### config.mk
export PLATFORM = sky130hd
export DESIGN_NAME = scv_sync_ram
export DESIGN_NICKNAME = d
export VERILOG_FILES = /design/src/hw/scv_sync_ram.sv
export VERILOG_INCLUDE_DIRS = /design/src /design/src/hw
export SDC_FILE = /design/constraint.sdc
export NUM_CORES = 2
export LEC_CHECK = 0
export BUFFER_PORTS_ARGS = -buffer_cell sky130_fd_sc_hd__buf_4
export CORE_MARGIN = 2
export CORE_UTILIZATION = 46
export DETAILED_ROUTE_END_ITERATION = 8
export SLEW_MARGIN = 40
export SYNTH_ARGS = -nofsm -noshare
export SYNTH_HDL_FRONTEND = slang
export SYNTH_SLANG_ARGS = --single-unit
### constraint.sdc
create_clock -name CLK -period 13.35 [get_ports CLK]
set_input_delay 0.6675 -clock CLK [delete_from_list [all_inputs] [get_ports CLK]]
set_output_delay 0.6675 -clock CLK [all_outputs]
set_load 0.01 [all_outputs]
### src/hw/scv_params.svh
/*
 * bus widths, memory sizes and address map boundaries
 * CPU and audio clock divider constants
 */
`ifndef SCV_PARAMS_SVH
`define SCV_PARAMS_SVH

// CPU bus and init port
`define SCV_DW        8
`define SCV_AW        16
`define SCV_INIT_AW   17

// memory address widths
`define SCV_BOOT_AW   12
`define SCV_WRAM_AW   7
`define SCV_CART_AW   17

// address map
`define SCV_VDC_BASE  16'h2000
`define SCV_VDC_LAST  16'h35FF
`define SCV_APU_BASE  16'h3600
`define SCV_APU_LAST  16'h37FF
`define SCV_CART_BASE 16'h8000
`define SCV_WRAM_BASE 16'hFF80
`define SCV_OPEN_BUS  8'hFF

// clocking
`define SCV_CPU_DIV   14
`define SCV_AUD_NUM   22
`define SCV_AUD_DEN   82

`endif

### src/hw/scv_sync_ram.sv
/*
 * byte-wide synchronous RAM with registered read
 * CPU write port plus an init write port for loading images
 */
`timescale 1ns/1ps
`include "scv_params.svh"

module scv_sync_ram #(
  parameter int AW = 8
) (
  input  logic               CLK,
  input  logic               we_i,
  input  logic [AW-1:0]      addr_i,
  input  logic [`SCV_DW-1:0] wdata_i,
  input  logic               init_we_i,
  input  logic [AW-1:0]      init_addr_i,
  input  logic [`SCV_DW-1:0] init_data_i,
  output logic [`SCV_DW-1:0] rdata_o
);

  localparam int DEPTH = 1 << AW;

  logic [`SCV_DW-1:0] mem [DEPTH];

  // contents start at zero until loaded
  initial begin
    for (int i = 0; i < DEPTH; i++) begin
      mem[i] = '0;
    end
  end

  // init port wins when both ports write
  always @(posedge CLK) begin
    if (init_we_i) begin
      mem[init_addr_i] <= init_data_i;
    end else if (we_i) begin
      mem[addr_i] <= wdata_i;
    end
  end

  always_ff @(posedge CLK) begin
    rdata_o <= mem[addr_i];  // old byte on a same-edge write
  end

endmodule

Yosys cells after proc, flatten, opt, wreduce, memory -nomap -nowiden
Memory sizes are Yosys's and may differ from the RTL's. A register that Yosys moved wholly into a read port is not among the register bits.
Cells that the tools add are included.
Storage, ports and cells
  register bits: 0
  RAM bits: 2048
  input port bits: 35
  output and inout port bits: 8
  logic and storage cells: 10
  memories kept: 1
Cells by class
  multiplexer cells: 8
  reduce and logical (&&, ||, !) cells: 1
Memory list
  mem: depth 256, bits a word 8, rd ports 1, clocked after memory_dff 1, write ports 1, line scv_sync_ram.sv:23  | logic [`SCV_DW-1:0] mem [DEPTH];
Operators by type and width (number)
  two-way mux 8 bit: 2
  OR reduction 8 bit: 1
  two-way mux 1 bit: 6

Longest topological paths before layout
  depth in word-level cells: 5
  depth in mapped cells: 11
  depth with buffers taken out: 7

Worst setup path before layout
No wires, ideal clock.
  kind: input -> register
  start point: input we_i
  end point: memory mem[0][0] (netlist bit) (data pin)
  library setup time: 0.823 ns
  arrival: 4.474 ns
  data required time: 12.527 ns
  slack: 8.053 ns
  stages on the path: 5
  path buffers: 2
  cell sequence: nor2b_1 clkbuf_1 clkbuf_1 nand2_1 nand2_1
Between the ends
  longest elaborated chain between the ends: 5
Ends and longest elaborated chain
  start, declared: line scv_sync_ram.sv:12  | input logic we_i,
  two-way mux 1 bit: line scv_sync_ram.sv:36  | end else if (we_i) begin
  two-way mux 1 bit: line scv_sync_ram.sv:34  | if (init_we_i) begin
  two-way mux 1 bit (implied by the code): line scv_sync_ram.sv:37  | mem[addr_i] <= wdata_i;
  OR reduction 8 bit (no source line)
  two-way mux 8 bit (no source line)
  end, declared: line scv_sync_ram.sv:23
No other way between the ends.

Worst setup path after layout
  start point: input addr_i[3]
  end point: memory mem[237][5] (netlist bit) (enable)
Between the ends
  longest elaborated chain between the ends: 1
Ends and longest elaborated chain
  start, declared: line scv_sync_ram.sv:13  | input logic [AW-1:0] addr_i,
  two-way mux 8 bit (no source line)
No other way between the ends.

==> impl_metrics.ini <==
[clocking]
cts_root_buffer = clkbuf_16
clk_path_buf_depth = 3
clock-sinks = 2056
cts_buffers = 201
holdBufCountCts = 0
htreeDepth = 4
cts_tree = built
cts_setup_buffers = 0
clk_latency_ns = 0.85
clk_pin_slew_ns = 0.06
cts_resized = 0

[worst_setup_path]
path_max_fanout = 48
max_stage_delay_ns = 0.88
crit_arrival_ns = 5.13
crit_type = input port to flop
cp_slowest_cell = clkinv_1
cp_top_family = buffers and inverters
reg2reg_depth = 6
start_kind = input port
rrSetupSlack_ns = 10.25
reg2reg_to = rdata_o[3]
crit_top_cell = buf_4
worstPathRequired_ns = 13.81
crit_chain = buf_4 > clkinv_1 > nor2_4 > buf_4 > nand2_1 > nand2_1 > nand3_1 > buf_4 > nor2_1
path_buf_inv = 4
r2r-start = mem[182][3]
critPathCaptureType = flop

[yosys]
syn_nets = 3869
synthFlopType = edfxtp_1
yosys_warnings = 0
syn_area_um2 = 79600
synthDominantCellAreaShare_pct = 77.3
syn_avg_cell_area_um2 = 20.8
synth-edff-count = 2048
synth.distinct_cells = 44
yosys.area.top_type = edfxtp_1
synthCells = 3834
ys_seq_area_share_pct = 77.5
synth-seq-cells = 2056
synth-async-reset-ratio_pct = 0
synth.area.top_cells = edfxtp_1 77%, mux4_2 13%, mux2i_1 1.6%

[final_layout]
fill_cells = 13300
drive_above_1_share_pct = 25.9
nets = 3959
seqCellArea_um2 = 61700
final_cell_mix = 2048 x edfxtp_1, 447 x mux4_2, 201 x clkbuf_16
multi_input_area_um2 = 17300
syn_to_final_growth_pct = 12.5
final_common_cell = edfxtp_1

[detailed_routing]
vias = 39100
wirelength_um = 200000
vias_per_cell = 6.10
wl_per_cell_um = 31.2
drt_iter0_drc = 4536
dr.pass1.iters = 6
drc = 0
drtAntennaViolNets = 0

[placed_design]
place_congestion = 0.854
port_buffers = 42
dp_hpwl_um = 119000

[timing]
slew_viol_final = 0
clock.fmax_mhz = 214
relSlewSlack_pct = 36.5
finalCritPeriodShare_pct = 34.9
finalSetupTns_ns = 0
final_hold_viol_count = 0
clock_skew_ns = 0.0346
rsz0062_at_grt = false
min_period_ns = 4.66
worst_pin_slew_ns = 0.942
finalSetupViolations = 0

[power_and_ir_drop]
irDropWorstVdd_v = 0.000112
power_leakage_uw = 0.0268
p_total_uw = 13500
power.density_nw_per_um2 = 151

[hold_path]
min_from = wdata_i[0]
hold_depth = 3
hold_end = mem[158][0]
min_path_type = input port to flop

[status]
outcome = completed

[floorplan]
die-area_um2 = 176000
die_w_um = 420
core-area_um2 = 172000
io_pins = 43
die_h_um = 420
initial_utilization_pct = 46.3
std_cell_rows = 152

[global_route]
grt_pass1_vias = 38600
gr-usage-all-layers_pct = 22.8
grt_max_degree = 177
grt_pass1_wl_um = 286000
grt_overflow = 0
antenna_found_initial = 9

[run]
timing.max_cap.violations = 0
metrics by stage:
stage / cell area [um2] / utilization [%] / hold WS (ns) / std cells / worst slack [ns]
CTS: 89200 / 51.9 / 0.126 / 6393 / 8.63
floorplan: 79600 / - / 0.837 / 3834 / 8.05
global route: 89500 / 52.1 / 0.152 / 6403 / 8.26
global placement: 82300 / 47.9 / 1.01 / 6023 / 7.64
detailed placement: 82700 / 48.2 / 1.03 / 6025 / 7.72
finish: 89500 / 52.1 / 0.178 / 6404 / 8.69
power breakdown:
part / internal (uW) / total [uW] / switching, uW
Clock: 3100 / 5540 / 2440
Combinational: 227 / 748 / 521
Sequential: 7190 / 7200 / 15.1
registers in the layout, indices dropped and copies added (netlist names):
name / count
rdata_o: 8
mem: 2048
worst reg2reg max path: cells and delay by family (launching register included):
kind | cells | cell delay, ns
compound gates | 3 | 1.29
flops | 1 | 0.37
mux | 1 | 0.49
simple gates | 2 | 0.83
layout make-up:
| type | count | share of cell area [%] |
|---|---|---|
| inverter | 3 | 0.0126 |
| antenna | 5 | 0.0140 |
| multi-input combinational | 1542 | 19.4 |
| clock inverter | 130 | 1.37 |
| timing repair buffer | 120 | 1.35 |
| clock buffer | 238 | 5.81 |
| sequential | 2056 | 68.9 |
| tap | 2310 | 3.23 |
worst max-delay path by stage:
stage	start	endpoint	slack, ns	depth (start not counted)
after CTS	addr_i[0]	rdata_o[4]	8.63	10
after detailed placement	addr_i[0]	rdata_o[4]	7.72	10
after global routing	addr_i[0]	rdata_o[4]	8.26	10
after floorplan	we_i	mem[0][0]	8.05	5
final	addr_i[3]	mem[237][5]	8.69	9
after global placement	addr_i[0]	rdata_o[5]	7.64	10
cells by family after synthesis:
family          after synthesis  share of synthesized area [%]
mux                         572                           14.2
buf+inv                     236                           1.64
flops                      2056                           77.5
compound gates              437                           3.79
simple gates                533                           2.87
routing by layer:
| layer | share of wire, % | wire (um) | GRT usage (%) |
|---|---|---|---|
| met2 | 46 | 92800 | 34.5 |
| met5 | 0.0045 | 9 | 0 |
| met3 | 8.6 | 17200 | 5.35 |
| met4 | 3.2 | 6390 | 7.90 |
| met1 | 42 | 83400 | 32.8 |
cells in the mapped netlist, drive strengths merged, types with 20 or more instances:
master	instances
a211oi	28
nor4	20
a221oi	24
o21ai	33
o221ai	32
nor3	27
a22oi	138
a22o	28
nor2	312
nand2	95
buf	129
mux4	447
nand3	22
mux2i	125
clkbuf	104
edfxtp	2048
nor2b	22
a21oi	102
o22ai	26
Note: power is estimated with default switching activity, not from simulation.
