$ cat src/hw/scv_params.svh
/*
 * bus widths, memory sizes and address map boundaries
 * CPU and audio clock divider constants
 */
`ifndef SCV_PARAMS_SVH
`define SCV_PARAMS_SVH

// CPU bus and init port
`define SCV_DW        8
`define SCV_AW        16
`define SCV_INIT_AW   17

// memory address widths
`define SCV_BOOT_AW   12
`define SCV_WRAM_AW   7
`define SCV_CART_AW   17

// address map
`define SCV_VDC_BASE  16'h2000
`define SCV_VDC_LAST  16'h35FF
`define SCV_APU_BASE  16'h3600
`define SCV_APU_LAST  16'h37FF
`define SCV_CART_BASE 16'h8000
`define SCV_WRAM_BASE 16'hFF80
`define SCV_OPEN_BUS  8'hFF

// clocking
`define SCV_CPU_DIV   14
`define SCV_AUD_NUM   22
`define SCV_AUD_DEN   82

`endif

$ cat src/hw/scv_clkgen.sv
/*
 * master clock divider
 * two-phase CPU edge enables, VDC enable and fractional audio enable
 */
`timescale 1ns/1ps
`include "scv_params.svh"

module scv_clkgen (
  input  logic CLK,
  input  logic rst_i,
  output logic cp1_pos_o,
  output logic cp1_neg_o,
  output logic cp2_pos_o,
  output logic cp2_neg_o,
  output logic vdc_ce_o,
  output logic aud_ce_o
);

  localparam int CNT_W = $clog2(`SCV_CPU_DIV);
  localparam int ACC_W = $clog2(`SCV_AUD_NUM + `SCV_AUD_DEN);

  localparam logic [CNT_W-1:0] CNT_LAST = CNT_W'(`SCV_CPU_DIV - 1);
  localparam logic [ACC_W-1:0] AUD_STEP = ACC_W'(`SCV_AUD_NUM);
  localparam logic [ACC_W-1:0] AUD_DEN  = ACC_W'(`SCV_AUD_DEN);

  // phase edge positions within one CPU cycle
  localparam int CP2_NEG_AT = 0;
  localparam int CP1_POS_AT = 2;
  localparam int CP1_NEG_AT = 4;
  localparam int CP2_POS_AT = 6;
  localparam int VDC_A_AT   = 2;   // VDC runs at twice the CPU rate
  localparam int VDC_B_AT   = 9;

  logic [CNT_W-1:0] cnt;  // position in the 14 clock CPU cycle
  logic [ACC_W-1:0] acc;  // audio phase accumulator

  always_ff @(posedge CLK) begin
    if (rst_i) begin
      cnt <= '0;
      acc <= '0;
    end else begin
      cnt <= (cnt == CNT_LAST) ? '0 : cnt + 1'b1;
      acc <= aud_ce_o ? acc - AUD_DEN : acc + AUD_STEP;
    end
  end

  assign cp2_neg_o = (cnt == CNT_W'(CP2_NEG_AT));
  assign cp1_pos_o = (cnt == CNT_W'(CP1_POS_AT));
  assign cp1_neg_o = (cnt == CNT_W'(CP1_NEG_AT));
  assign cp2_pos_o = (cnt == CNT_W'(CP2_POS_AT));
  assign vdc_ce_o  = (cnt == CNT_W'(VDC_A_AT)) || (cnt == CNT_W'(VDC_B_AT));
  assign aud_ce_o  = (acc >= AUD_DEN);  // 22 of every 82 clocks

  // after a subtract the accumulator is below 22 and cannot reach 82 next clock
  a_aud_ce_isolated: assert property (@(posedge CLK) disable iff (rst_i)
    aud_ce_o |=> !aud_ce_o);

endmodule

$ cat config.mk
export PLATFORM = sky130hd
export DESIGN_NAME = scv_clkgen
export DESIGN_NICKNAME = d
export VERILOG_FILES = /design/src/hw/scv_clkgen.sv
export VERILOG_INCLUDE_DIRS = /design/src /design/src/hw
export SDC_FILE = /design/constraint.sdc
export NUM_CORES = 1
export LEC_CHECK = 0
export ABC_AREA = 1
export BUFFER_PORTS_ARGS = -buffer_cell sky130_fd_sc_hd__buf_2
export CORE_AREA = 2 2 39 41
export CTS_CLUSTER_DIAMETER = 150
export CTS_CLUSTER_SIZE = 25
export DETAILED_ROUTE_END_ITERATION = 7
export DIE_AREA = 0 0 41 43
export GPL_TIMING_DRIVEN = 0
export HOLD_SLACK_MARGIN = 0.12
export SETUP_SLACK_MARGIN = 0.15
export SLEW_MARGIN = 10
export SYNTH_ARGS = -nofsm -noshare
export SYNTH_HDL_FRONTEND = slang
export SYNTH_SLANG_ARGS = --single-unit
$ cat constraint.sdc
create_clock -name CLK -period 1.45 [get_ports CLK]
set_input_delay 0.0725 -clock CLK [delete_from_list [all_inputs] [get_ports CLK]]
set_output_delay 0.0725 -clock CLK [all_outputs]
set_load 0.02 [all_outputs]
# --- Word level (Yosys, flattened, before mapping) ---
# Index checks and enable logic that the tools add are counted.
totals:
  latch_bits: 0
  mem_bits_rw: 0
  mem_bits_ro: 0
  memories: 0
  regBits: 11
op_classes:
  mux: 1
  eq_ne: 5
  magnitude_cmp: 1
  shift: 0
  n_mul: 0
  n_bitwise: 0
  addsub: 3
  n_reduce_logical: 3
  div_mod_pow: 0
ops:
  columns: ["operator", "count"]
  rows:
  - ["equality test 4 x 3 -> 1 bit (second input constant)", 2]
  - ["equality test 4 bit (second input constant)", 2]
  - ["adder 7 x 5 -> 7 bit (second input constant)", 1]
  - ["greater-or-equal comparator 7 bit (second input constant)", 1]
  - ["2-to-1 mux 7 bit", 1]
  - ["subtractor 7 bit (second input constant)", 1]
  - ["adder 4 x 1 -> 4 bit (second input constant)", 1]
  - ["equality test 4 x 2 -> 1 bit (second input constant)", 1]
  - ["zero test 4 bit", 1]
  - ["OR reduction 2 bit", 1]
  - ["logical OR 1 bit", 1]

# --- Depth between registers and ports, before layout ---
logic_depth:
  word_depth: 2
  mapped_depth: 11
  mapped_depth_nobuf: 11

# --- Worst setup path after synthesis ---
# Ideal clock, no wire load.
synth_timing:
  kind: "flip-flop to flip-flop"
  from: "register acc[1]"
  to: "register acc[6]"
  t_required_ns: 1.335
  stages_incl_launch_ff: 11
  setup_slack_ns: 0.177
  path_buffers: 0
  arrival_ns: 1.158
  path_cell_list: "dfxtp_1 -> inv_1 -> ha_1 -> nand2_1 -> nand3_2 -> nand2_4 -> inv_2 -> nand2_1 -> nand3_1 -> nand2_1 -> nor2_1"
synth_via:
  elab_chain_len: 2
  elab_cells_between_ends: 4
  cone_classes: "2 x add/sub; 1 x order compare; 1 x mux"
synth_lines:
  columns: ["item", "line_no", "source"]
  rows:
  - ["from (decl)", "scv_clkgen.sv:35", "logic [ACC_W-1:0] acc;"]
  - ["from (signal assigned)", "scv_clkgen.sv:43", "acc <= aud_ce_o ? acc - AUD_DEN : acc + AUD_STEP;"]
  - ["greater-or-equal comparator 7 bit", "scv_clkgen.sv:52", "assign aud_ce_o = (acc >= AUD_DEN);"]
  - ["named net aud_ce_o", "scv_clkgen.sv:16", "output logic aud_ce_o"]
  - ["2-to-1 mux 7 bit", "scv_clkgen.sv:43", null]
# The timed path passes the listed nets, and every way through them passes these cells.
# A chain may end at the register's enable or synchronous reset.

# --- Final worst setup path ---
layout_timing:
  from: "register cnt[1]"
  to: "output vdc_ce_o"
layout_via:
  elab_chain_len: 2
  elab_cells_between_ends: 3
  cone_classes: "2 x eq/ne; 1 x reduce/logical"
layout_lines:
  columns: ["item", "line_no", "source"]
  rows:
  - ["from (decl)", "scv_clkgen.sv:34", "logic [CNT_W-1:0] cnt;"]
  - ["from (signal assigned)", "scv_clkgen.sv:42", "cnt <= (cnt == CNT_LAST) ? '0 : cnt + 1'b1;"]
  - ["equality test 4 x 2 -> 1 bit / equality test 4 bit (equally long branches)", "scv_clkgen.sv:51", "assign vdc_ce_o = (cnt == CNT_W'(VDC_A_AT)) || (cnt == CNT_W'(VDC_B_AT));"]
  - ["logical OR 1 bit (*)", "scv_clkgen.sv:51", null]
  - ["to (decl)", "scv_clkgen.sv:15", "output logic vdc_ce_o,"]
# Mark *: on every way between the ends. The rest lies on a longest branch, timed or not.

==> run summary <==
Final Cycle Share: 88.0%
Met1 Use GR: 18.4%
Ys Warns: 0
Drt drc: 0
Antenna-violating nets left: 0
RSZ-0062 raised after global routing: true
Mapped cell area: 596 um^2
Final HPWL DP: 824 um
Req. time, crit path: 1380 ps
Wire length per cell: 10.9 um
Seq/Total Area, Yosys: 33.6%
Post-synth EDFFs: 0
Post-Synthesis Cells: 86
Yosys cell types: 18
Remaining Overflow, GRT: 0
Via total after detailed routing: 568
Final Hold Viols: 0
Met2 usage: 26.6%
Vias in the first global route: 500
Core ar.: 1380 um^2
PwrDens: 1040 nW/um^2
Dpl cells: 109
Max Fclk: 0.784 GHz
Chip Height: 43 um
Core Util, Final: 63.7%
CTS H-tree depth: 1
Synth top area cells: dfxtp_1 (34%), ha_1 (13%), inv_1 (10%), nand2_1 (10%), nor2_1 (9.5%)
Critical path class: reg2out
Largest net degree at the start of global routing: 7
Slew @ Worst Pin: 281 ps
Global-route met3 utilization: 3.14%
First drt pass iteration count: 2
# setup viols final: 0
Top cell types by occurrence after synthesis: inv_1 (16), nand2_1 (16), nor2_1 (15)
Post-route setup TNS: 0 ps
VDD IR max: 0.554 mV
Final GP Congestion: 0.658
Total Routing Usage GR: 16.7%
# rows: 14
Via/cell ratio: 4.77
Power Total: 0.915 mW
Die area: 1760 um^2
Total CTS buffers: 3
Area leader, netlist: dfxtp_1
Pins Over Slew Limit: 0
# IOs: 8
Initial DRC count: 6
Crit path max fanout: 3
Synth-to-Final Area Change: 47.9%
Crit path DAT: 1200 ps
Layout cells sized above 1: 43.7%
Max transition margin: 81.2%
CTS Buffer Depth: 2
Hold Crit Class: reg2reg
Root Buffer Master: clkbuf_4
CTS tree: done
Clock Sinks: 10
First-pass GRT wire length: 1960 um
Setup crit end kind: output pin
Syn avg cell area: 6.93 um^2
Port-buffer cells: 7
Clock Skew: 2.50 ps
Initial antenna violation count: 0
Gr busiest metal: met2
Status: complete, no violations
Worst Hold Margin: 481 ps
Async set or reset register ratio after synthesis: 0%
Type of origin of the critical path: flop
Starting Density: 43.0%
Die width: 41 um
Max cap viols: 0
Yosys reg bits: 10
Pleak: 0.400 nW
Tmin final: 1280 ps
Main synth FF type: dfxtp_1
Syn nets: 94
Skew-Pair Late Insertion Delay: 260 ps
Fin cells: 119
Antenna diode count: 0
Clock-pin slew on the worst setup and hold paths: 60 ps
Routed WL: 1300 um
Top cell type's share of synthesized area: 33.6%
Final nets: 112
-- placed cells by master (no fill, tap or decap) --
| cell type | count |
|---|---|
| xnor2_1 | 1 |
| nor2_1 | 15 |
| nand3_1 | 3 |
| clkbuf_4 | 3 |
| inv_1 | 8 |
| nand2_1 | 14 |
| inv_4 | 5 |
| o21ai_1 | 3 |
| xor2_1 | 2 |
| nor3_2 | 2 |
| o22ai_2 | 1 |
| dfxtp_1 | 5 |
| buf_2 | 3 |
| dfxtp_2 | 2 |
| nor3_4 | 1 |
| nand2_2 | 2 |
| clkbuf_8 | 1 |
| ha_1 | 1 |
| dlygate4sd3_1 | 1 |
| buf_6 | 3 |
| dfxtp_4 | 3 |
| nand2_4 | 1 |
| buf_4 | 6 |
| nand3_2 | 1 |
| o21ai_2 | 1 |
| inv_2 | 4 |
| a21oi_2 | 1 |
| o21bai_1 | 1 |
| a21oi_1 | 4 |
| ha_4 | 5 |
-- final cells by class --
| cell class | instances | area [um^2] |
|---|---|---|
| clock buffers | 4 | 36.3 |
| multi-input cells | 59 | 430 |
| repair buffers | 13 | 104 |
| inverters | 17 | 76.3 |
| flip-flops and latches | 10 | 214 |
| well taps | 16 | 20.0 |
| fillers | 113 | 503 |
-- logic make-up after synthesis --
| group | after synthesis | synth area share [%] |
|---|---|---|
| and+or+nand+nor | 39 | 28.1 |
| buffers and inverters | 17 | 10.7 |
| AOI/OAI and AO/OA | 11 | 10.5 |
| DFF | 10 | 33.6 |
| adders and majority gates | 6 | 12.6 |
| xor gates and xnor gates | 3 | 4.41 |
-- final timing paths --
path | slack [ps] | start | end | cells after the start
max | 170 | cnt[1] | vdc_ce_o | 5
min | 480 | cnt[0] | cnt[0] | 1
max reg2reg | 240 | acc[2] | acc[6] | 10
min reg2reg | 480 | cnt[0] | cnt[0] | 1
-- metal layers --
metal  vias up  share of wire, %
met5         -                 0
met4         0               1.9
met3         4               1.2
met2         4                59
met1       263                38
li1        297                 -
-- worst max-delay path, stage by stage, from the launching register on --
cell	delay [ps]
dfxtp_4	370
inv_4	70
ha_4	120
nand2_2	60
o22ai_2	180
buf_6	140
-- stage by stage --
| stage | setup WS (ps) | instance area (um^2) |
|---|---|---|
| after floorplan | 177 | 596 |
| after global placement | 118 | 651 |
| after detailed placement | 100 | 651 |
| after CTS | 108 | 714 |
| after global routing | 123 | 881 |
| final | 174 | 881 |
-- flip-flops by register name, indices dropped and copies added, names as in the netlist --
signal	flops
acc	6
cnt	4
-- report_power, final --
part | internal [mW] | switching, mW
Sequential | 0.312 | 0.0544
Clock | 0.152 | 0.0889
Combinational | 0.135 | 0.172
Total | 0.599 | 0.315
-- what timing repair did --
item	CTS	global route
buffers inserted	1	4
hold endpoints to repair	3	0
cloned	0	0
pin swaps	0	10
endpoints found under the setup margin	6	9
gates resized for setup	5	43
hold buffers	1	0
Power figures use the tool's default switching activity.
