**src/hw/scv_params.svh**
```systemverilog
/*
 * bus widths, memory sizes and address map boundaries
 * CPU and audio clock divider constants
 */
`ifndef SCV_PARAMS_SVH
`define SCV_PARAMS_SVH

// CPU bus and init port
`define SCV_DW        8
`define SCV_AW        16
`define SCV_INIT_AW   17

// memory address widths
`define SCV_BOOT_AW   12
`define SCV_WRAM_AW   7
`define SCV_CART_AW   17

// address map
`define SCV_VDC_BASE  16'h2000
`define SCV_VDC_LAST  16'h35FF
`define SCV_APU_BASE  16'h3600
`define SCV_APU_LAST  16'h37FF
`define SCV_CART_BASE 16'h8000
`define SCV_WRAM_BASE 16'hFF80
`define SCV_OPEN_BUS  8'hFF

// clocking
`define SCV_CPU_DIV   14
`define SCV_AUD_NUM   22
`define SCV_AUD_DEN   82

`endif

```
**src/hw/scv_pkg.sv**
```systemverilog
/*
 * shared types for the console memory and bus core
 * cartridge mapper modes and CPU bus regions
 */
package scv_pkg;

  // cart banking scheme set per cartridge
  typedef enum logic [1:0] {
    MAPPER_32K  = 2'd0,  // flat 32 KiB
    MAPPER_64K  = 2'd1,  // PC5 selects the upper half
    MAPPER_128K = 2'd2   // PC6..PC5 select one of four banks
  } mapper_t;

  //////////////////////////////////////////////////
  // CPU address regions
  //////////////////////////////////////////////////

  typedef enum logic [2:0] {
    REG_BOOT = 3'd0,  // internal boot ROM
    REG_WRAM = 3'd1,  // 128 byte work RAM at the top of the map
    REG_CART = 3'd2,
    REG_VDC  = 3'd3,  // video controller registers and VRAM
    REG_APU  = 3'd4,  // sound processor port
    REG_OPEN = 3'd5   // nothing decoded here
  } region_t;

endpackage

```
**src/hw/scv_bus.sv**
```systemverilog
/*
 * CPU address decoder, chip selects and work RAM write enable
 * registered read-return mux with fixed one-cycle latency
 */
`timescale 1ns/1ps
`include "scv_params.svh"

module scv_bus (
  input  logic               CLK,
  input  logic               rst_i,
  input  logic [`SCV_AW-1:0] addr_i,
  input  logic               rd_i,
  input  logic               wr_i,
  input  logic [`SCV_DW-1:0] ext_rdata_i,
  input  logic [`SCV_DW-1:0] boot_rdata_i,
  input  logic [`SCV_DW-1:0] wram_rdata_i,
  input  logic [`SCV_DW-1:0] cart_rdata_i,
  output logic               wram_we_o,
  output logic               vdc_cs_o,
  output logic               apu_cs_o,
  output logic [`SCV_DW-1:0] rdata_o,
  output logic               rvalid_o
);

  import scv_pkg::*;

  region_t            region;     // decode of the current address
  region_t            region_q;   // region of the read in flight
  logic               rd_q;
  logic [`SCV_DW-1:0] ext_q;      // VDC/APU byte taken at the strobe
  logic [`SCV_DW-1:0] rdata_mux;
  logic               access;

  //////////////////////////////////////////////////
  // decode
  //////////////////////////////////////////////////

  always_comb begin
    if (addr_i[`SCV_AW-1:`SCV_BOOT_AW] == '0) begin
      region = REG_BOOT;
    end else if (addr_i >= `SCV_VDC_BASE && addr_i <= `SCV_VDC_LAST) begin
      region = REG_VDC;
    end else if (addr_i >= `SCV_APU_BASE && addr_i <= `SCV_APU_LAST) begin
      region = REG_APU;
    end else if (addr_i >= `SCV_WRAM_BASE) begin
      region = REG_WRAM;   // carved out of the top of cart space
    end else if (addr_i >= `SCV_CART_BASE) begin
      region = REG_CART;
    end else begin
      region = REG_OPEN;
    end
  end

  assign access    = rd_i || wr_i;
  assign wram_we_o = wr_i && (region == REG_WRAM);
  assign vdc_cs_o  = access && (region == REG_VDC);
  assign apu_cs_o  = access && (region == REG_APU);

  //////////////////////////////////////////////////
  // read return
  //////////////////////////////////////////////////

  always_comb begin
    case (region_q)
      REG_BOOT: rdata_mux = boot_rdata_i;
      REG_WRAM: rdata_mux = wram_rdata_i;
      REG_CART: rdata_mux = cart_rdata_i;
      REG_VDC,
      REG_APU:  rdata_mux = ext_q;
      default:  rdata_mux = `SCV_OPEN_BUS;
    endcase
  end

  always_ff @(posedge CLK) begin
    if (rst_i) begin
      rd_q     <= 1'b0;
      rvalid_o <= 1'b0;
    end else begin
      rd_q     <= rd_i;
      rvalid_o <= rd_q;
    end
  end

  // stage 1 at the strobe, stage 2 once the memories have answered
  always_ff @(posedge CLK) begin
    if (rd_i) begin
      region_q <= region;
      ext_q    <= ext_rdata_i;
    end
    if (rd_q) begin
      rdata_o <= rdata_mux;
    end
  end

  a_rd_wr_exclusive: assert property (@(posedge CLK) disable iff (rst_i)
    !(rd_i && wr_i));

endmodule

```
**config.mk**
```make
export PLATFORM = sky130hd
export DESIGN_NAME = scv_bus
export DESIGN_NICKNAME = d
export VERILOG_FILES = /design/src/hw/scv_pkg.sv /design/src/hw/scv_bus.sv
export VERILOG_INCLUDE_DIRS = /design/src /design/src/hw
export SDC_FILE = /design/constraint.sdc
export NUM_CORES = 1
export LEC_CHECK = 0
export ABC_CLOCK_PERIOD_IN_PS = 1400
export BUFFER_PORTS_ARGS = -buffer_cell sky130_fd_sc_hd__buf_2
export CAP_MARGIN = 0
export CELL_PAD_IN_SITES_DETAIL_PLACEMENT = 0
export CELL_PAD_IN_SITES_GLOBAL_PLACEMENT = 1
export CORE_MARGIN = 3
export CORE_UTILIZATION = 28
export CTS_BUF_LIST = sky130_fd_sc_hd__clkbuf_16
export CTS_CLUSTER_SIZE = 14
export DETAILED_ROUTE_END_ITERATION = 16
export PLACE_DENSITY = 0.85
export SLEW_MARGIN = 20
export SYNTH_ARGS = -nofsm -noshare
export SYNTH_HDL_FRONTEND = slang
export SYNTH_SLANG_ARGS = --single-unit
```
**constraint.sdc**
```tcl
create_clock -name CLK -period 1.4 [get_ports CLK]
set_clock_uncertainty 0.05 [all_clocks]
set_input_delay 0.14 -clock CLK [delete_from_list [all_inputs] [get_ports CLK]]
set_output_delay 0.14 -clock CLK [all_outputs]
set_load 0.02 [all_outputs]
```
Word level (Yosys, flattened, before mapping)
Index checks and enable logic that the tools add are counted.
Storage, ports and cells
  register bits after elaboration: 21
  input bits: 52
  output and inout bits: 12
  logic and storage cells: 33
Cells by class
  order comparisons: 6
  equal/unequal tests: 7
  muxes and demuxes: 6
  reduce and logical (&&, ||, !) cells: 9
Operators by type and width (count)
  16-bit by 14-bit greater-or-equal comparator with 1-bit output, second input constant: 2
  16-bit greater-or-equal comparator, second input constant: 2
  16-bit by 14-bit less-or-equal comparator with 1-bit output, second input constant: 2
  8-bit case mux with 4 select lines: 1
  3-bit two-way mux: 5
  3-bit by 2-bit equality test with 1-bit output, second input constant: 3
  3-bit by 1-bit equality test with 1-bit output, second input constant: 2
  3-bit equality test, second input constant: 2
  1-bit logical AND: 5
  4-bit logical NOT: 1
  3-bit logical NOT: 1
  2-bit OR reduction: 1
  1-bit logical OR: 1

Longest topological paths before layout
Gate-level depths: netlist of the first run.
  depth in word-level cells: 8
  depth in mapped cells: 4
  gate-level depth less buffers: 3

Worst setup path after synthesis of the first run
Ideal clock, no wire load.
  kind: reg2reg
  start: reg region_q[0]
  end: reg rdata_o[0], data pin
  setup time: 0.256 ns
  data arrival time: 1.133 ns
  required time: 1.094 ns
  setup slack: -0.039 ns
  cell stages (with the launch flop): 4
  buffers on the path: 1
  clock period less this slack: 1.439 ns
  cells stage by stage: edfxtp_1 > buf_6 > mux4_2 > o22a_1
Between the ends
  cells in the longest elaborated chain, start to end: 3
  elaborated cells between the ends (all ways): 7
  those cells by class: eq/ne: 4; mux: 1; reduce/logical: 2
RTL lines
  start: declaration: line scv_bus.sv:28  | region_t region_q;
  start signal: assignment: line scv_bus.sv:87  | region_q <= region;
  3-bit by 2-bit equality test with 1-bit output / 3-bit equality test (equally long branches): line scv_bus.sv:64  | case (region_q)
  2-bit OR reduction: line scv_bus.sv:64
  8-bit case mux with 4 select lines *: line scv_bus.sv:64
  net rdata_mux[0]: line scv_bus.sv:31  | logic [`SCV_DW-1:0] rdata_mux;
  end signal: assignment: line scv_bus.sv:91  | rdata_o <= rdata_mux;
  end: declaration: line scv_bus.sv:21  | output logic [`SCV_DW-1:0] rdata_o,
The timed path passes the listed nets; every way through them passes the cells marked *.
A chain may end at the register's enable or synchronous reset.

Worst setup path in the final report of the first run
  start: reg region_q[0]
  end: reg rdata_o[3], data pin
Same word-level chain as after synthesis.

==> run summary, run 1 <==
Syn Area/Cell: 15.63 µm²
FF-to-FF End: rdata_o[3]
FF+latch count, synth: 21
Synth Area in Compound Gates: 0.1059
Hold_buf cts: 0
Worst Hold Depth: 1
Routed Antenna Nets: 0
Critical path fanouts, max: 3
Hold Path End: ext_q[5]
Fraction of layout cells with a size suffix above 1: 0.5846
Setup ws final: -0.1076 ns
Tmin final: 1.508 ns
Worst Setup End Kind: register
Syn_nets: 117
Measured slew at the worst slew-check pin: 0.3594 ns
GR Util met2: 0.1772
Reg clk slew, reported paths: 0.05 ns
Syn Inst Count: 65
Pre-antenna DRT Iters: 4
Main combinational cell family by area after synthesis: multiplexers
Most frequent cells in the layout: buf_2 (56), edfxtp_1 (19), mux4_2 (8), o22a_1 (8), buf_4 (7)
Initial antenna violation count: 0
Met3 usage: 0.02381
Die width: 66.24 µm
Worst r2r src: region_q[0]
Post-route design area: 1476 µm²
Postcts setup bufs: 0
First-pass GRT wire length: 3.519 mm
Post-synthesis simple-gate area fraction: 0.09236
Reg2Reg Depth: 3
Total power: 1608 µW
Final net count: 183
Clk buf depth: 2
Crit share post-route: 1.077
Mux share of post-synthesis cell area: 0.1773
Total CTS buffers: 3
Synth Area in Adders: 0
Startpoint Class: register
Placed Instance Area: 1394 µm²
FMAX: 663.3 MHz
RSZ-0062 raised after global routing: yes
Commonest non-fill, non-tap cell in the layout: buf_2
Post-layout util: 0.4322
Status: finished with violations
Critical path arrival: 1.46 ns
Post-DP HPWL: 1.840 mm
Grt peak-use layer: met2
Detailed Route Iter0 Violations: 23
Worst slack, placed: -0.08605 ns
Residual DRC count: 0
Initial core utilization: 0.2974
VDD IR max: 0.3618 mV
Final Max Tran Viols: 0
Vias in the first global route: 796
Worst min path class: in2reg
Clk_lat worst skew: 0.25 ns
Hold Vio Cnt, Final: 0
Routed Wire Length: 2.229 mm
Reg2reg setup slack: -0.11 ns
M1 GR Usage: 0.1238
Die area: 4387 µm²
DR vias: 811
Die height: 66.24 µm
Final Wtd Congestion: 0.7579
GR Overflow Total: 0
Hold Startpoint: ext_rdata_i[5]
Max-cap viol count: 0
Setup-failing EPs final: 8
PD cells: 1089 nW/µm²
Seq/Total Area, Yosys: 0.6010
Filler cells: 334
Avg Vias per Cell: 4.608
Row count: 21
Core Area: 3416 µm²
Global Route Usage Sum: 0.1061
ANT cells: 0
XOR/XNOR Fraction of Synth Area: 0
Mapped cell area: 1016 µm²
Port bufs: 56
Clock Sinks: 21
H-tree Lvls: 1
Max-Slew Margin vs Limit: 0.7601
Largest net degree at the start of global routing: 13
CTS tree: built
Number of synthesis warnings: 0
Leakage: 0.0006128 µW
Synth unique cells: 22
Req. time, crit path: 1.35 ns
Failing checks: setup timing
Area Growth Syn to Fin: 45.32%
CP Class: reg2reg
Post-cts resize count: 0
Setup_tns: -0.7498 ns
Top-Level Pins: 64
WL/cell: 12.66 µm
Clock Tree Root: clkbuf_16
[worst max path at each step]
stage	slack (ns)	end	depth (start not counted)	start
after floorplan	-0.02	rdata_o[0]	3	region_q[0]
after global placement	-0.08	rdata_o[4]	3	region_q[0]
after detailed placement	-0.09	rdata_o[7]	3	region_q[0]
after CTS	-0.12	rdata_o[0]	3	region_q[0]
after global routing	-0.16	rdata_o[7]	3	region_q[0]
final	-0.11	rdata_o[3]	3	region_q[0]
[final cells by class]
| type | count | area (µm²) | area share |
|---|---|---|---|
| Clock buffer | 3 | 75.07 | 0.05085 |
| Timing Repair Buffer | 64 | 344.1 | 0.2331 |
| Clock inverter | 1 | 3.754 | 0.002542 |
| Tap cell | 46 | 57.56 | 0.03898 |
| Sequential cell | 21 | 610.6 | 0.4136 |
| Multi-Input combinational cell | 40 | 381.6 | 0.2585 |
| Inverter | 1 | 3.754 | 0.002542 |
[where the power goes]
group          switching, µW  internal [µW]  total, µW
clock network            199            380        578
logic                    106            163        269
registers               24.0            737        761
total                    328           1280       1610
[synth_stat cells, drive strengths merged]
cell type  instances  area, µm²
dfxtp              2      40.04
o21bai             1      7.510
edfxtp            19      570.6
a21oi              3      15.01
nand2b             1      6.260
nor4               1      6.260
nand2              1      3.750
clkbuf             1      5.000
nor2               6      22.52
nand4              2      12.51
o22ai              1      6.260
nor2b              2      12.51
inv                1      3.750
and3               2      12.51
mux4               8      180.2
a311oi             1      8.760
nand3              1      5.000
or2                1      6.260
and2               1      6.260
buf                2      15.01
o22a               8      70.07
[cell families (layout without fill, tap and decap cells)]
group / after synthesis / after routing
compound gates: 14 / 14
buf+inv: 4 / 69
flops: 21 / 21
mux: 8 / 8
simple gates: 18 / 18
[critical path, cell delays in order (launching register included)]
cell and delay (ns):
edfxtp_1 0.39, buf_4 0.16, mux4_2 0.50, o22a_1 0.17
[flip-flops by register name, indices dropped and copies added (netlist names)]
register,count
rdata_o,8
rd_q,1
ext_q,8
rvalid_o,1
region_q,3
[metrics by stage]
step                hold WS (ns)  cells
floorplan                 0.1616     65
global placement          0.2687    172
detailed placement        0.2697    172
CTS                      0.01203    176
global route             0.01002    176
finish                   0.01225    176
[routing by layer]
metal  up-vias  part of all wire  routed length (µm)
met1       368              0.36                 808
met4         0             0.019                  43
met5         -                 0                   0
li1        400                 -                   -
met3         4             0.091                 203
met2        39              0.53                1173
Power figures use the tool's default switching activity.
==> run 2, diff against run 1 <==
--- a/config.mk
+++ b/config.mk
@@ -7,7 +7,7 @@
 export NUM_CORES = 1
 export LEC_CHECK = 0
 export ABC_CLOCK_PERIOD_IN_PS = 1400
-export BUFFER_PORTS_ARGS = -buffer_cell sky130_fd_sc_hd__buf_2
+export BUFFER_PORTS_ARGS = -buffer_cell sky130_fd_sc_hd__buf_4
 export CAP_MARGIN = 0
 export CELL_PAD_IN_SITES_DETAIL_PLACEMENT = 0
 export CELL_PAD_IN_SITES_GLOBAL_PLACEMENT = 1
==> run 2 against run 1 <==
Effect of this change: the run still ends with setup timing left; total power increased by 2.4%; sequential cell count unchanged; design area increased by 9.7%; highest routed layer unchanged; clock power about the same; setup slack got worse by 0.013 ns; die area unchanged.
==> run summary, run 2 (synthesis results as in run 1) <==
Hold Startpoint: ext_rdata_i[0]
Logic pwr share: 0.188 (+0.021)
Die height: 66.24 µm (unchanged)
Core Area: 3416 µm² (unchanged)
Routed Wire Length: 2.222 mm (-0.31%)
Status: finished with violations
Net Switching: 324.7 µW (-1.1%)
RSZ-0062 raised after global routing: yes
Global Route Usage Sum: 0.1040 (-0.002182)
Clock Tree Root: clkbuf_16
Port bufs: 56 (unchanged)
Final Wtd Congestion: 0.7548 (-0.41%)
Critical path arrival: 1.47 ns (about the same)
Most frequent cells in the layout: buf_4 (62), edfxtp_1 (19), mux4_2 (8), o22a_1 (8), nor2_1 (6)
Total CTS buffers: 3 (unchanged)
Worst stage delay on the critical path: 0.49 ns (about the same)
Setup-failing EPs final: 8 (unchanged)
GR Overflow Total: 0 (unchanged)
Pint: 1322 µW (+3.3%)
VDD IR max: 0.4717 mV (+30%)
Worst r2r src: region_q[0]
Reg2reg setup slack: -0.12 ns (about the same)
Vias in the first global route: 822 (+3.3%)
Initial core utilization: 0.2974 (unchanged)
Final Max Tran Viols: 0 (unchanged)
Critical path fanouts, max: 3 (unchanged)
H-tree Lvls: 1 (unchanged)
ANT cells: 0 (unchanged)
Clock share of power: 0.350 (-0.010)
Crit-path leading delay family: multiplexers
Largest net degree at the start of global routing: 14 (+1)
Leakage: 0.0006591 µW (+7.6%)
Area occupied by multi-input gates: 381.6 µm² (unchanged)
Clock Sinks: 21 (unchanged)
Hold Path End: ext_q[0]
CP Class: reg2reg
Post-route design area: 1620 µm² (+9.7%)
Post-DP HPWL: 1.856 mm (+0.83%)
Setup ws final: -0.1210 ns (-0.01341 ns)
Avg Vias per Cell: 4.568 (-0.86%)
Clk buf depth: 2 (unchanged)
DP Cell Count: 171 (-0.58%)
Post-layout util: 0.4744 (+0.04212)
Die width: 66.24 µm (unchanged)
PD cells: 1016 nW/µm² (-6.7%)
Clk_lat worst skew: 0.25 ns (about the same)
Reg2Reg Depth: 3 (unchanged)
Critical path's slowest cell: mux4_2
Commonest non-fill, non-tap cell in the layout: buf_4
Reg clk slew, reported paths: 0.05 ns (about the same)
Measured slew at the worst slew-check pin: 0.3524 ns (-0.007043 ns)
Max-Slew Margin vs Limit: 0.7648 (+0.004702)
Final hold slack: 0.01725 ns (+0.004997 ns)
Crit path buffers/inverters: 1 (unchanged)
Worst Hold Depth: 1 (unchanged)
Register area: 610.6 µm² (unchanged)
Area Growth Syn to Fin: 59.48%
Postcts setup bufs: 0 (unchanged)
DR vias: 804 (-0.86%)
Final std cells w/o fill: 176 (unchanged)
Sw Share: 0.1972 (-0.007031)
FF-to-FF End: rdata_o[2]
Largest regs: ext_q (8), rdata_o (8), region_q (3)
Die area: 4387 µm² (unchanged)
First-pass GRT wire length: 3.519 mm (unchanged)
Detailed Route Iter0 Violations: 19 (-17%)
Startpoint Class: register
Row count: 21 (unchanged)
CTS tree: built
Placed Instance Area: 1526 µm² (+9.5%)
Pre-antenna DRT Iters: 4 (unchanged)
Req. time, crit path: 1.35 ns (about the same)
Initial antenna violation count: 0 (unchanged)
Sequential share of power: 0.462 (-0.011)
WL/cell: 12.63 µm (-0.31%)
Residual DRC count: 0 (unchanged)
FMAX: 657.5 MHz (-0.88%)
Top-Level Pins: 64 (unchanged)
Final net count: 183 (unchanged)
Max-cap viol count: 0 (unchanged)
Failing checks: setup timing
Routed Antenna Nets: 0 (unchanged)
Filler cells: 322 (-3.6%)
Worst Setup End Kind: register
Crit share post-route: 1.086 (+0.009582)
Hold Vio Cnt, Final: 0 (unchanged)
Critical Path, Cell by Cell: buf_4 -> mux4_2 -> o22a_1
Fraction of layout cells with a size suffix above 1: 0.5846 (unchanged)
Worst min path class: in2reg
Tmin final: 1.521 ns (+0.01341 ns)
## run 2: area by class of cell
class                           count  area share
Inverter                            1    0.002317
Clock inverter                      1    0.003089
Clock buffer                        3     0.04633
Timing Repair Buffer               64      0.3004
Multi-Input combinational cell     40      0.2355
Tap cell                           46     0.03552
Sequential cell                    21      0.3768
## run 2: worst max-delay path by stage
stage | to | cells after the start | slack (ns) | start
after global routing | rdata_o[2] | 3 | -0.17 | region_q[0]
after floorplan | rdata_o[0] | 3 | -0.02 | region_q[0]
final | rdata_o[2] | 3 | -0.12 | region_q[0]
after global placement | rdata_o[4] | 3 | -0.08 | region_q[0]
after detailed placement | rdata_o[7] | 3 | -0.08 | region_q[0]
after CTS | rdata_o[7] | 3 | -0.11 | region_q[0]
## run 2: stage by stage
step | total power [µW] | setup WS, ns | TNS, ns
floorplan | 915.2 | -0.01966 | -0.1573
CTS | 1656 | -0.1133 | -0.7822
global placement | 1072 | -0.07927 | -0.6035
detailed placement | 1080 | -0.08301 | -0.5585
global route | 1734 | -0.1749 | -1.246
finish | 1646 | -0.1210 | -0.7947
## run 2: power groups by stage
stage	combinational, µW	sequential [µW]	clock (µW)
6_report	310	760	576
5_1_grt	337	766	631
4_1_cts	308	761	587
3_5_place_dp	307	773	0
3_3_place_gp	300	772	0
2_1_floorplan	139	776	0
## run 2: what timing repair did
item	in CTS	in global routing
hold endpoints to repair	0	1
hold buffers	0	1
endpoints found under the setup margin	8	8
gates resized for setup	0	1
gates cloned	0	0
## run 2: layer usage
metal	part of all wire	wire length (µm)	global-route usage	up-vias
met3	0.099	221	0.02721	2
met4	0.012	27	0.05076	0
met5	0	0	0	-
met2	0.53	1171	0.1859	40
met1	0.36	803	0.1119	360
li1	-	-	-	402
